`src/alu_flags_pkg.sv`:
```
/*
 * Processor flag layout
 * width of the flag vector and the bit position of each flag
 */
`default_nettype none

package pkg_pflags;

	localparam int proc_flags_width = 4;

	// carry, 1 also means no borrow on subtract
	localparam int pf_slot_c = 0;
	localparam int pf_slot_z = 1;
	// overflow and negative, never written by the ALU
	localparam int pf_slot_v = 2;
	localparam int pf_slot_n = 3;

endpackage

`default_nettype wire

```
`src/alu_ops_pkg.sv`:
```
/*
 * ALU operation definitions
 * data widths and the opcode, adder opcode and category enums shared by
 * the datapath and its units
 */
`default_nettype none

package pkg_alu;

	// operand byte and register pair widths
	localparam int alu_inout_width = 8;
	localparam int alu_inout_pair_width = 16;

	// width of the instruction's ALU opcode field
	localparam int alu_op_width = 5;

	// ALU opcodes, encodings 23..31 unused
	typedef enum logic [alu_op_width-1:0]
	{
		// arithmetic
		alu_op_add,
		alu_op_adc,
		alu_op_addpb,
		alu_op_addp,
		alu_op_addpsnx,
		alu_op_sub,
		alu_op_sbc,
		alu_op_subpb,
		alu_op_subp,
		// gates and complements
		alu_op_and,
		alu_op_orr,
		alu_op_xor,
		alu_op_inv,
		alu_op_invp,
		alu_op_neg,
		alu_op_negp,
		// 8-bit shifts and rotates
		alu_op_lsl,
		alu_op_lsr,
		alu_op_asr,
		alu_op_rol,
		alu_op_ror,
		alu_op_rolc,
		alu_op_rorc
	} alu_oper;

	// operations of the adder/subtractor unit
	typedef enum logic [3:0]
	{
		addsub_op_add,
		addsub_op_adc,
		addsub_op_addpb,
		addsub_op_addp,
		addsub_op_addpsnx,
		addsub_op_sub,
		addsub_op_sbc,
		addsub_op_subpb,
		addsub_op_subp
	} addsub_oper;

	// zero flag is tested over the byte or over the pair
	typedef enum logic
	{
		alu_op_cat_8,
		alu_op_cat_16
	} alu_op_cat;

endpackage

`default_nettype wire

```
`src/adder_subtractor.sv`:
```
/*
 * Adder/subtractor
 * one 17-bit adder shared by the byte and pair add and subtract forms,
 * subtract done as a plus inverted b plus carry in
 */
`timescale 1ns/1ps
`default_nettype none

module adder_subtractor
(
	input wire pkg_alu::addsub_oper oper,
	input wire logic [pkg_alu::alu_inout_width-1:0] a_in_hi,
	input wire logic [pkg_alu::alu_inout_width-1:0] a_in_lo,
	input wire logic [pkg_alu::alu_inout_width-1:0] b_in_hi,
	input wire logic [pkg_alu::alu_inout_width-1:0] b_in_lo,
	input wire logic carry_in,
	output logic [pkg_alu::alu_inout_width-1:0] out_hi,
	output logic [pkg_alu::alu_inout_width-1:0] out_lo,
	output logic carry_out
);
	import pkg_alu::*;

	// keeps only the low byte on byte forms
	localparam logic [alu_inout_pair_width-1:0] byte_mask =
		{{alu_inout_width{1'b0}}, {alu_inout_width{1'b1}}};

	logic [alu_inout_pair_width-1:0] b_ext;
	logic [alu_inout_pair_width-1:0] a_opnd;
	logic [alu_inout_pair_width-1:0] b_opnd;
	logic [alu_inout_pair_width:0] sum;
	logic is_pair;
	logic is_sub;
	logic cin;

	// operand forming per operation
	always_comb
	begin
		b_ext = {b_in_hi, b_in_lo};
		is_pair = 1'b1;
		is_sub = 1'b0;
		cin = 1'b0;
		case (oper)
			addsub_op_add:
			begin
				is_pair = 1'b0;
			end
			addsub_op_adc:
			begin
				is_pair = 1'b0;
				cin = carry_in;
			end
			addsub_op_addpb:
			begin
				// byte operand zero extended
				b_ext = {{alu_inout_width{1'b0}}, b_in_lo};
			end
			addsub_op_addp:
			begin
				b_ext = {b_in_hi, b_in_lo};
			end
			addsub_op_addpsnx:
			begin
				// sign extended from bit 7
				b_ext = {{alu_inout_width{b_in_lo[alu_inout_width-1]}}, b_in_lo};
			end
			addsub_op_sub:
			begin
				is_pair = 1'b0;
				is_sub = 1'b1;
				cin = 1'b1;
			end
			addsub_op_sbc:
			begin
				// carry flag stands in for the +1
				is_pair = 1'b0;
				is_sub = 1'b1;
				cin = carry_in;
			end
			addsub_op_subpb:
			begin
				b_ext = {{alu_inout_width{1'b0}}, b_in_lo};
				is_sub = 1'b1;
				cin = 1'b1;
			end
			addsub_op_subp:
			begin
				is_sub = 1'b1;
				cin = 1'b1;
			end
			default:
			begin
				b_ext = '0;
			end
		endcase
	end

	// byte forms clear the high halves so sum[8] is the byte carry
	assign a_opnd = is_pair ? {a_in_hi, a_in_lo} : ({a_in_hi, a_in_lo} & byte_mask);
	assign b_opnd = is_pair ? (is_sub ? ~b_ext : b_ext) : ((is_sub ? ~b_ext : b_ext) & byte_mask);
	assign sum = {1'b0, a_opnd} + {1'b0, b_opnd} + {{alu_inout_pair_width{1'b0}}, cin};

	assign out_lo = sum[alu_inout_width-1:0];
	// high byte echoes a on byte forms
	assign out_hi = is_pair ? sum[alu_inout_pair_width-1:alu_inout_width] : a_in_hi;
	assign carry_out = is_pair ? sum[alu_inout_pair_width] : sum[alu_inout_width];

endmodule

`default_nettype wire

```
`src/alu.sv`:
```
/*
 * ALU top level
 * combinational datapath followed by one output register stage,
 * result and flags valid one cycle after the inputs
 */
`timescale 1ns/1ps
`default_nettype none

module alu
(
	input wire logic clk,
	input wire logic rst,
	input wire pkg_alu::alu_oper oper,
	input wire logic [pkg_alu::alu_inout_width-1:0] a_in_hi,
	input wire logic [pkg_alu::alu_inout_width-1:0] a_in_lo,
	input wire logic [pkg_alu::alu_inout_width-1:0] b_in_hi,
	input wire logic [pkg_alu::alu_inout_width-1:0] b_in_lo,
	input wire logic [pkg_pflags::proc_flags_width-1:0] proc_flags_in,
	output logic [pkg_alu::alu_inout_width-1:0] out_hi,
	output logic [pkg_alu::alu_inout_width-1:0] out_lo,
	output logic [pkg_pflags::proc_flags_width-1:0] proc_flags_out
);
	import pkg_alu::*;
	import pkg_pflags::*;

	logic [alu_inout_width-1:0] next_hi;
	logic [alu_inout_width-1:0] next_lo;
	logic [proc_flags_width-1:0] next_flags;

	alu_datapath datapath_inst
	(
		.oper(oper),
		.a_in_hi(a_in_hi),
		.a_in_lo(a_in_lo),
		.b_in_hi(b_in_hi),
		.b_in_lo(b_in_lo),
		.proc_flags_in(proc_flags_in),
		.next_hi(next_hi),
		.next_lo(next_lo),
		.next_flags(next_flags)
	);

	// loads every edge, no enable
	always_ff @(posedge clk)
	begin
		if (rst)
		begin
			out_hi <= '0;
			out_lo <= '0;
			proc_flags_out <= '0;
		end
		else
		begin
			out_hi <= next_hi;
			out_lo <= next_lo;
			proc_flags_out <= next_flags;
		end
	end

endmodule

`default_nettype wire

```
`src/alu_bitwise.sv`:
```
/*
 * Bitwise unit
 * gate operations, byte and pair invert and negate; flags untouched
 */
`timescale 1ns/1ps
`default_nettype none

module alu_bitwise
(
	input wire pkg_alu::alu_oper oper,
	input wire logic [pkg_alu::alu_inout_width-1:0] a_in_hi,
	input wire logic [pkg_alu::alu_inout_width-1:0] a_in_lo,
	input wire logic [pkg_alu::alu_inout_width-1:0] b_in_lo,
	output logic [pkg_alu::alu_inout_width-1:0] out_hi,
	output logic [pkg_alu::alu_inout_width-1:0] out_lo
);
	import pkg_alu::*;

	logic [alu_inout_pair_width-1:0] a_pair;
	logic [alu_inout_pair_width-1:0] inv_pair;
	logic [alu_inout_pair_width-1:0] neg_pair;

	assign a_pair = {a_in_hi, a_in_lo};
	assign inv_pair = ~a_pair;
	// two's complement of the pair
	assign neg_pair = inv_pair + 1'b1;

	always_comb
	begin
		// byte ops leave the high byte as is
		out_hi = a_in_hi;
		out_lo = a_in_lo;
		case (oper)
			alu_op_and:
			begin
				out_lo = a_in_lo & b_in_lo;
			end
			alu_op_orr:
			begin
				out_lo = a_in_lo | b_in_lo;
			end
			alu_op_xor:
			begin
				out_lo = a_in_lo ^ b_in_lo;
			end
			alu_op_inv:
			begin
				out_lo = inv_pair[alu_inout_width-1:0];
			end
			alu_op_neg:
			begin
				out_lo = ~a_in_lo + 1'b1;
			end
			alu_op_invp:
			begin
				{out_hi, out_lo} = inv_pair;
			end
			alu_op_negp:
			begin
				{out_hi, out_lo} = neg_pair;
			end
			default:
			begin
				out_lo = a_in_lo;
			end
		endcase
	end

endmodule

`default_nettype wire

```
`src/alu_datapath.sv`:
```
/*
 * ALU datapath
 * decodes the opcode, drives the three units, selects the result and
 * builds the next carry and zero flags
 */
`timescale 1ns/1ps
`default_nettype none

module alu_datapath
(
	input wire pkg_alu::alu_oper oper,
	input wire logic [pkg_alu::alu_inout_width-1:0] a_in_hi,
	input wire logic [pkg_alu::alu_inout_width-1:0] a_in_lo,
	input wire logic [pkg_alu::alu_inout_width-1:0] b_in_hi,
	input wire logic [pkg_alu::alu_inout_width-1:0] b_in_lo,
	input wire logic [pkg_pflags::proc_flags_width-1:0] proc_flags_in,
	output logic [pkg_alu::alu_inout_width-1:0] next_hi,
	output logic [pkg_alu::alu_inout_width-1:0] next_lo,
	output logic [pkg_pflags::proc_flags_width-1:0] next_flags
);
	import pkg_alu::*;
	import pkg_pflags::*;

	addsub_oper as_oper;
	alu_op_cat op_cat;

	logic carry_in;
	logic [alu_inout_width-1:0] as_hi;
	logic [alu_inout_width-1:0] as_lo;
	logic as_carry;
	logic [alu_inout_width-1:0] bw_hi;
	logic [alu_inout_width-1:0] bw_lo;
	logic [alu_inout_width-1:0] sh_lo;
	logic sh_carry;
	logic sh_keep;

	logic carry_next;
	logic zero_next;
	logic hold_z;

	assign carry_in = proc_flags_in[pf_slot_c];

	// ALU opcode to adder opcode
	always_comb
	begin
		case (oper)
			alu_op_adc: as_oper = addsub_op_adc;
			alu_op_addpb: as_oper = addsub_op_addpb;
			alu_op_addp: as_oper = addsub_op_addp;
			alu_op_addpsnx: as_oper = addsub_op_addpsnx;
			alu_op_sub: as_oper = addsub_op_sub;
			alu_op_sbc: as_oper = addsub_op_sbc;
			alu_op_subpb: as_oper = addsub_op_subpb;
			alu_op_subp: as_oper = addsub_op_subp;
			default: as_oper = addsub_op_add;
		endcase
	end

	adder_subtractor addsub_inst
	(
		.oper(as_oper),
		.a_in_hi(a_in_hi),
		.a_in_lo(a_in_lo),
		.b_in_hi(b_in_hi),
		.b_in_lo(b_in_lo),
		.carry_in(carry_in),
		.out_hi(as_hi),
		.out_lo(as_lo),
		.carry_out(as_carry)
	);

	alu_bitwise bitwise_inst
	(
		.oper(oper),
		.a_in_hi(a_in_hi),
		.a_in_lo(a_in_lo),
		.b_in_lo(b_in_lo),
		.out_hi(bw_hi),
		.out_lo(bw_lo)
	);

	alu_shifter shifter_inst
	(
		.oper(oper),
		.a_in_lo(a_in_lo),
		.b_in_lo(b_in_lo),
		.carry_in(carry_in),
		.out_lo(sh_lo),
		.carry_out(sh_carry),
		.keep_flags(sh_keep)
	);

	// result select and category
	always_comb
	begin
		next_hi = a_in_hi;
		next_lo = a_in_lo;
		carry_next = carry_in;
		hold_z = 1'b0;
		op_cat = alu_op_cat_8;
		case (oper)
			alu_op_add, alu_op_adc, alu_op_sub, alu_op_sbc:
			begin
				next_hi = as_hi;
				next_lo = as_lo;
				carry_next = as_carry;
			end
			alu_op_addpb, alu_op_addp, alu_op_addpsnx, alu_op_subpb, alu_op_subp:
			begin
				{next_hi, next_lo} = {as_hi, as_lo};
				carry_next = as_carry;
				op_cat = alu_op_cat_16;
			end
			// gates and complements keep the carry
			alu_op_and, alu_op_orr, alu_op_xor, alu_op_inv, alu_op_neg:
			begin
				next_lo = bw_lo;
			end
			alu_op_invp, alu_op_negp:
			begin
				{next_hi, next_lo} = {bw_hi, bw_lo};
				op_cat = alu_op_cat_16;
			end
			alu_op_lsl, alu_op_lsr, alu_op_asr, alu_op_rol, alu_op_ror,
				alu_op_rolc, alu_op_rorc:
			begin
				next_lo = sh_lo;
				carry_next = sh_carry;
				hold_z = sh_keep;
			end
			default:
			begin
				// unused encoding, pass a and hold everything
				hold_z = 1'b1;
			end
		endcase
	end

	// zero over the byte or the whole pair
	always_comb
	begin
		if (hold_z)
		begin
			zero_next = proc_flags_in[pf_slot_z];
		end
		else if (op_cat == alu_op_cat_16)
		begin
			zero_next = ({next_hi, next_lo} == '0);
		end
		else
		begin
			zero_next = (next_lo == '0);
		end
	end

	// v and n copied straight through
	always_comb
	begin
		next_flags = proc_flags_in;
		next_flags[pf_slot_c] = carry_next;
		next_flags[pf_slot_z] = zero_next;
	end

endmodule

`default_nettype wire

```
`src/alu_shifter.sv`:
```
/*
 * Byte shifter
 * logical and arithmetic shifts with carry capture, rotates by the
 * amount mod 8, and one-bit rotates through carry
 */
`timescale 1ns/1ps
`default_nettype none

module alu_shifter
(
	input wire pkg_alu::alu_oper oper,
	input wire logic [pkg_alu::alu_inout_width-1:0] a_in_lo,
	input wire logic [pkg_alu::alu_inout_width-1:0] b_in_lo,
	input wire logic carry_in,
	output logic [pkg_alu::alu_inout_width-1:0] out_lo,
	output logic carry_out,
	output logic keep_flags
);
	import pkg_alu::*;

	localparam int rot_amt_width = $clog2(alu_inout_width);

	logic amt_zero;
	// rotate amount, b mod 8
	logic [rot_amt_width-1:0] rot_amt;
	// two copies of a, a rotate is a window into it
	logic [2*alu_inout_width-1:0] rot_dbl;

	assign amt_zero = (b_in_lo == '0);
	assign rot_amt = b_in_lo[rot_amt_width-1:0];
	assign rot_dbl = {a_in_lo, a_in_lo};

	always_comb
	begin
		out_lo = a_in_lo;
		carry_out = carry_in;
		keep_flags = 1'b0;
		case (oper)
			alu_op_lsl:
			begin
				// carry gets the last bit out the top
				// 9 or more leaves 0 and a clear carry
				if (!amt_zero)
				begin
					{carry_out, out_lo} = {1'b0, a_in_lo} << b_in_lo;
				end
			end
			alu_op_lsr:
			begin
				// carry gets the last bit out the bottom
				if (!amt_zero)
				begin
					{out_lo, carry_out} = {a_in_lo, 1'b0} >> b_in_lo;
				end
			end
			alu_op_asr:
			begin
				// sign fill, so large amounts saturate to 0 or all ones
				if (!amt_zero)
				begin
					{out_lo, carry_out} = $signed({a_in_lo, 1'b0}) >>> b_in_lo;
				end
			end
			alu_op_rol:
			begin
				// carry kept
				if (!amt_zero)
				begin
					out_lo = rot_dbl[(alu_inout_width - rot_amt) +: alu_inout_width];
				end
			end
			alu_op_ror:
			begin
				if (!amt_zero)
				begin
					out_lo = rot_dbl[rot_amt +: alu_inout_width];
				end
			end
			alu_op_rolc:
			begin
				// 9-bit {c, a} rotated left by one
				{carry_out, out_lo} = {a_in_lo, carry_in};
			end
			alu_op_rorc:
			begin
				{out_lo, carry_out} = {carry_in, a_in_lo};
			end
			default:
			begin
				out_lo = a_in_lo;
			end
		endcase

		// zero amount passes a and holds carry and zero
		if (amt_zero && (oper == alu_op_lsl || oper == alu_op_lsr || oper == alu_op_asr
			|| oper == alu_op_rol || oper == alu_op_ror))
		begin
			keep_flags = 1'b1;
		end
	end

endmodule

`default_nettype wire

```
`config.mk`:
```
export PLATFORM = sky130hd
export DESIGN_NAME = alu
export DESIGN_NICKNAME = d
export VERILOG_FILES = /design/src/alu_flags_pkg.sv /design/src/alu_ops_pkg.sv /design/src/adder_subtractor.sv /design/src/alu.sv /design/src/alu_bitwise.sv /design/src/alu_datapath.sv /design/src/alu_shifter.sv
export SDC_FILE = /design/constraint.sdc
export NUM_CORES = 1
export LEC_CHECK = 0
export BUFFER_PORTS_ARGS = -buffer_cell sky130_fd_sc_hd__clkbuf_2
export CAP_MARGIN = 10
export CORE_ASPECT_RATIO = 0.6
export CORE_MARGIN = 4
export CORE_UTILIZATION = 30
export DETAILED_ROUTE_END_ITERATION = 8
export PLACE_DENSITY = 0.45
export SYNTH_ARGS = -nofsm -noshare
export SYNTH_HDL_FRONTEND = slang
export SYNTH_SLANG_ARGS = --single-unit
```
`constraint.sdc`:
```
create_clock -name clk -period 14.1 [get_ports clk]
set_input_delay 2.115 -clock clk [delete_from_list [all_inputs] [get_ports clk]]
set_output_delay 2.115 -clock clk [all_outputs]
set_load 0.03 [all_outputs]
```
==> out/metrics.yaml <==
min_path_type: "input pin to flop"
die_w_um: 176.6
synthDistinctLibCells: 74
yosysSeqAreaShare: 0.07824
synthAdderAreaFrac: 0.08851
dr.pass1.iters: 6
fmax_mhz: 141.0
fin_setup_tns_ns: 0
rsz0062_at_grt: "false"
hpwl_um: 18800
io_pins: 63
core_region_area_um2: 16490
path_class: "input pin to flop"
worstPathMaxFanout: 39
drv_cap: 0
fp-row-count: 36
drcViolationCount: 0
synth_cells: 720
min_period_over_period: 0.5031
avgSynthCellArea_um2: 7.108
ctsHoldBuffers: 0
drt_iter0_drc: 720
async_flop_share: 0
dp_slack_ns: 6.927
grt_first_pass_wirelength_um: 36180
slowest_delay_ns: 0.71
synth_mux_area_frac: 0.09853
synth_edf_count: 0
use_met3: 0.08316
multi_input_area_um2: 4372
synthTopCellsByCount: "nor2_1 (70), nand2_1 (55), a21oi_1 (54), o21ai_0 (50), clkbuf_1 (44)"
syn2layout_area_growth_pct: 10.07
port_buffers: 62
netlist_area_um2: 5117
synth_ff_type: "dfxtp_1"
min_period_ns: 7.093
status: "complete, no violations"
drtAntennaViolNets: 0
synth.most_common_cell: "nor2_1"
grt_pass1_vias: 5587
num_antenna_cells: 0
setup_slack_ns: 7.007
seq_area_um2: 400.4
synth_seq_cells: 20
synth_top_area_cell: "ha_1"
clk_path_buf_depth: 2
relSlewSlack: 0.2894
die_h_um: 109.2
met1_usage: 0.4086
drt-total-wl_um: 24160
antenna_found_initial: 0
endpoint_kind: "flop"
syn_nets: 798
post_cts_resized: 0
power.density_nw_per_um2: 56.78
vias: 6110
cts_made_buffers: 3
yosysWarnings: 0
synth_compound_area_frac: 0.3237
cpMaxStageDelayCell: "a221oi_1"
via_per_inst: 6.345
gr-usage-all-layers: 0.2453
place.gp.congestion: 0.9917
grt_max_degree: 42
cts_tree: "yes"
synthXorXnorAreaFrac: 0.05990
cp_data_arrival_time_ns: 7.28
yosys.area_share.simple: 0.2819
top_usage_layer: "met1"
hold_viol_final: 0
routedWlPerCell_um: 25.09
cts_sinks: 20
h-tree-depth: 1
peakVddDrop_uv: 42.06
yosysTopAreaCellShare: 0.08068
fp.dieArea_um2: 19280
use_met2: 0.2978
startpoint_type: "input pin"
root_buffer: "clkbuf_16"
postCtsSetupBuffers: 0
synthTopCellsByArea: "ha_1 (8.1%), dfxtp_1 (7.8%), mux4_2 (7.0%), a21oi_1 (5.3%), nor2_1 (5.1%)"
clk_pin_slew_worst_paths_ns: 0.06
fillers: 1841
tightestPinTransition_ns: 1.055
cp.required_ns: 14.29
nets: 814
crit_chain: "clkbuf_2, nor2_1, nand3_1, a21oi_2, buf_4, xnor2_1, fa_1, inv_1, fa_1, a21o_1, a221oi_1, o21ai_0, xor2_1, a221o_1, a221oi_1, o211ai_2, a2111oi_4, a2bb2oi_2"
drive_gt1_frac: 0.1497
start_util: 0.3104
synth_top_family_by_area: "compound AO/OA/AOI/OAI gates"
grt-ovfl-total: 0
setup_viol: 0
maxSlewViolCount: 0
leakagePower_nw: 2.285
-- report_power, final --
part | switching [mW] | internal [mW]
Combinational | 0.129 | 0.0647
Sequential | 0.00136 | 0.0616
Clock | 0.0198 | 0.0432
-- logic make-up (layout without fill, tap and decap cells) --
| logic type | count (synthesis) | after routing |
|---|---|---|
| AND/OR/NAND/NOR | 274 | 274 |
| AO/OA/AOI/OAI | 238 | 238 |
| buffers and inverters | 88 | 103 |
| adder cells (fa/ha/maj) | 35 | 35 |
| XOR/XNOR | 35 | 35 |
| multiplexers | 30 | 30 |
| flip-flops | 20 | 20 |
-- layout by cell type, fill, tap and decap left out, types with 7 or more instances in the layout --
cell type  Yosys  final
o211ai_1       9      9
mux4_2        16     16
ha_1          33     33
o21ai_0       50     50
xnor2_1       17     17
nand2b_1      13     13
nand4_1       16     16
nand3_1       21     21
nor2b_1       14     14
a21oi_1       54     53
mux2i_1       11     11
dfxtp_1       20     20
clkbuf_2       0     62
a21o_1         9      9
nand2_1       55     55
inv_1         27     27
a211oi_1      17     17
nor3_1        18     17
or3_1         14     14
xor2_1        18     18
buf_4          0     10
nor2_1        70     70
and3_1         7      7
and2_1        12     12
a31oi_1       13     13
-- flip-flops by register name, indices dropped and copies added (netlist names) --
| signal | count |
|---|---|
| out_hi | 8 |
| proc_flags_out | 4 |
| out_lo | 8 |
-- worst paths after layout --
check              from                 to  depth (start not counted)
max             oper[0]  proc_flags_out[1]                         18
min    proc_flags_in[3]  proc_flags_out[3]                          2
-- area by class of cell --
| type | count | share of cell area |
|---|---|---|
| repair buffers | 72 | 0.06841 |
| inverters | 27 | 0.01799 |
| multi-input cells | 612 | 0.7761 |
| well taps | 228 | 0.05064 |
| flip-flops and latches | 20 | 0.07108 |
| clock buffers | 4 | 0.01577 |
-- worst max-delay path: cells and delay by family --
kind | cells | cell delay (ns)
AO/OA/AOI/OAI | 9 | 2.68
buffers and inverters | 3 | 0.80
AND/OR/NAND/NOR | 2 | 0.65
adder cells (fa/ha/maj) | 2 | 0.61
XOR/XNOR | 2 | 0.36
-- metal layers --
metal  part of all wire  wire length, um  up-vias
met1               0.49            11950     2930
met5                  0                0        -
met3               0.15             3661       12
met4             0.0053              127        0
met2               0.35             8424      413
li1                   -                -     2755
-- through the flow --
stage	power, mW	hold slack [ns]	instances	utilization	cell area [um^2]
final	0.3198	2.085	963	0.3417	5633
after global routing	0.3395	2.093	963	0.3417	5633
after CTS	0.3154	2.083	963	0.3417	5633
after detailed placement	0.2517	2.339	959	0.3363	5544
after global placement	0.2532	2.338	959	0.3363	5544
after floorplan	0.1907	2.243	720	-	5117
Power figures use the tool's default switching activity.
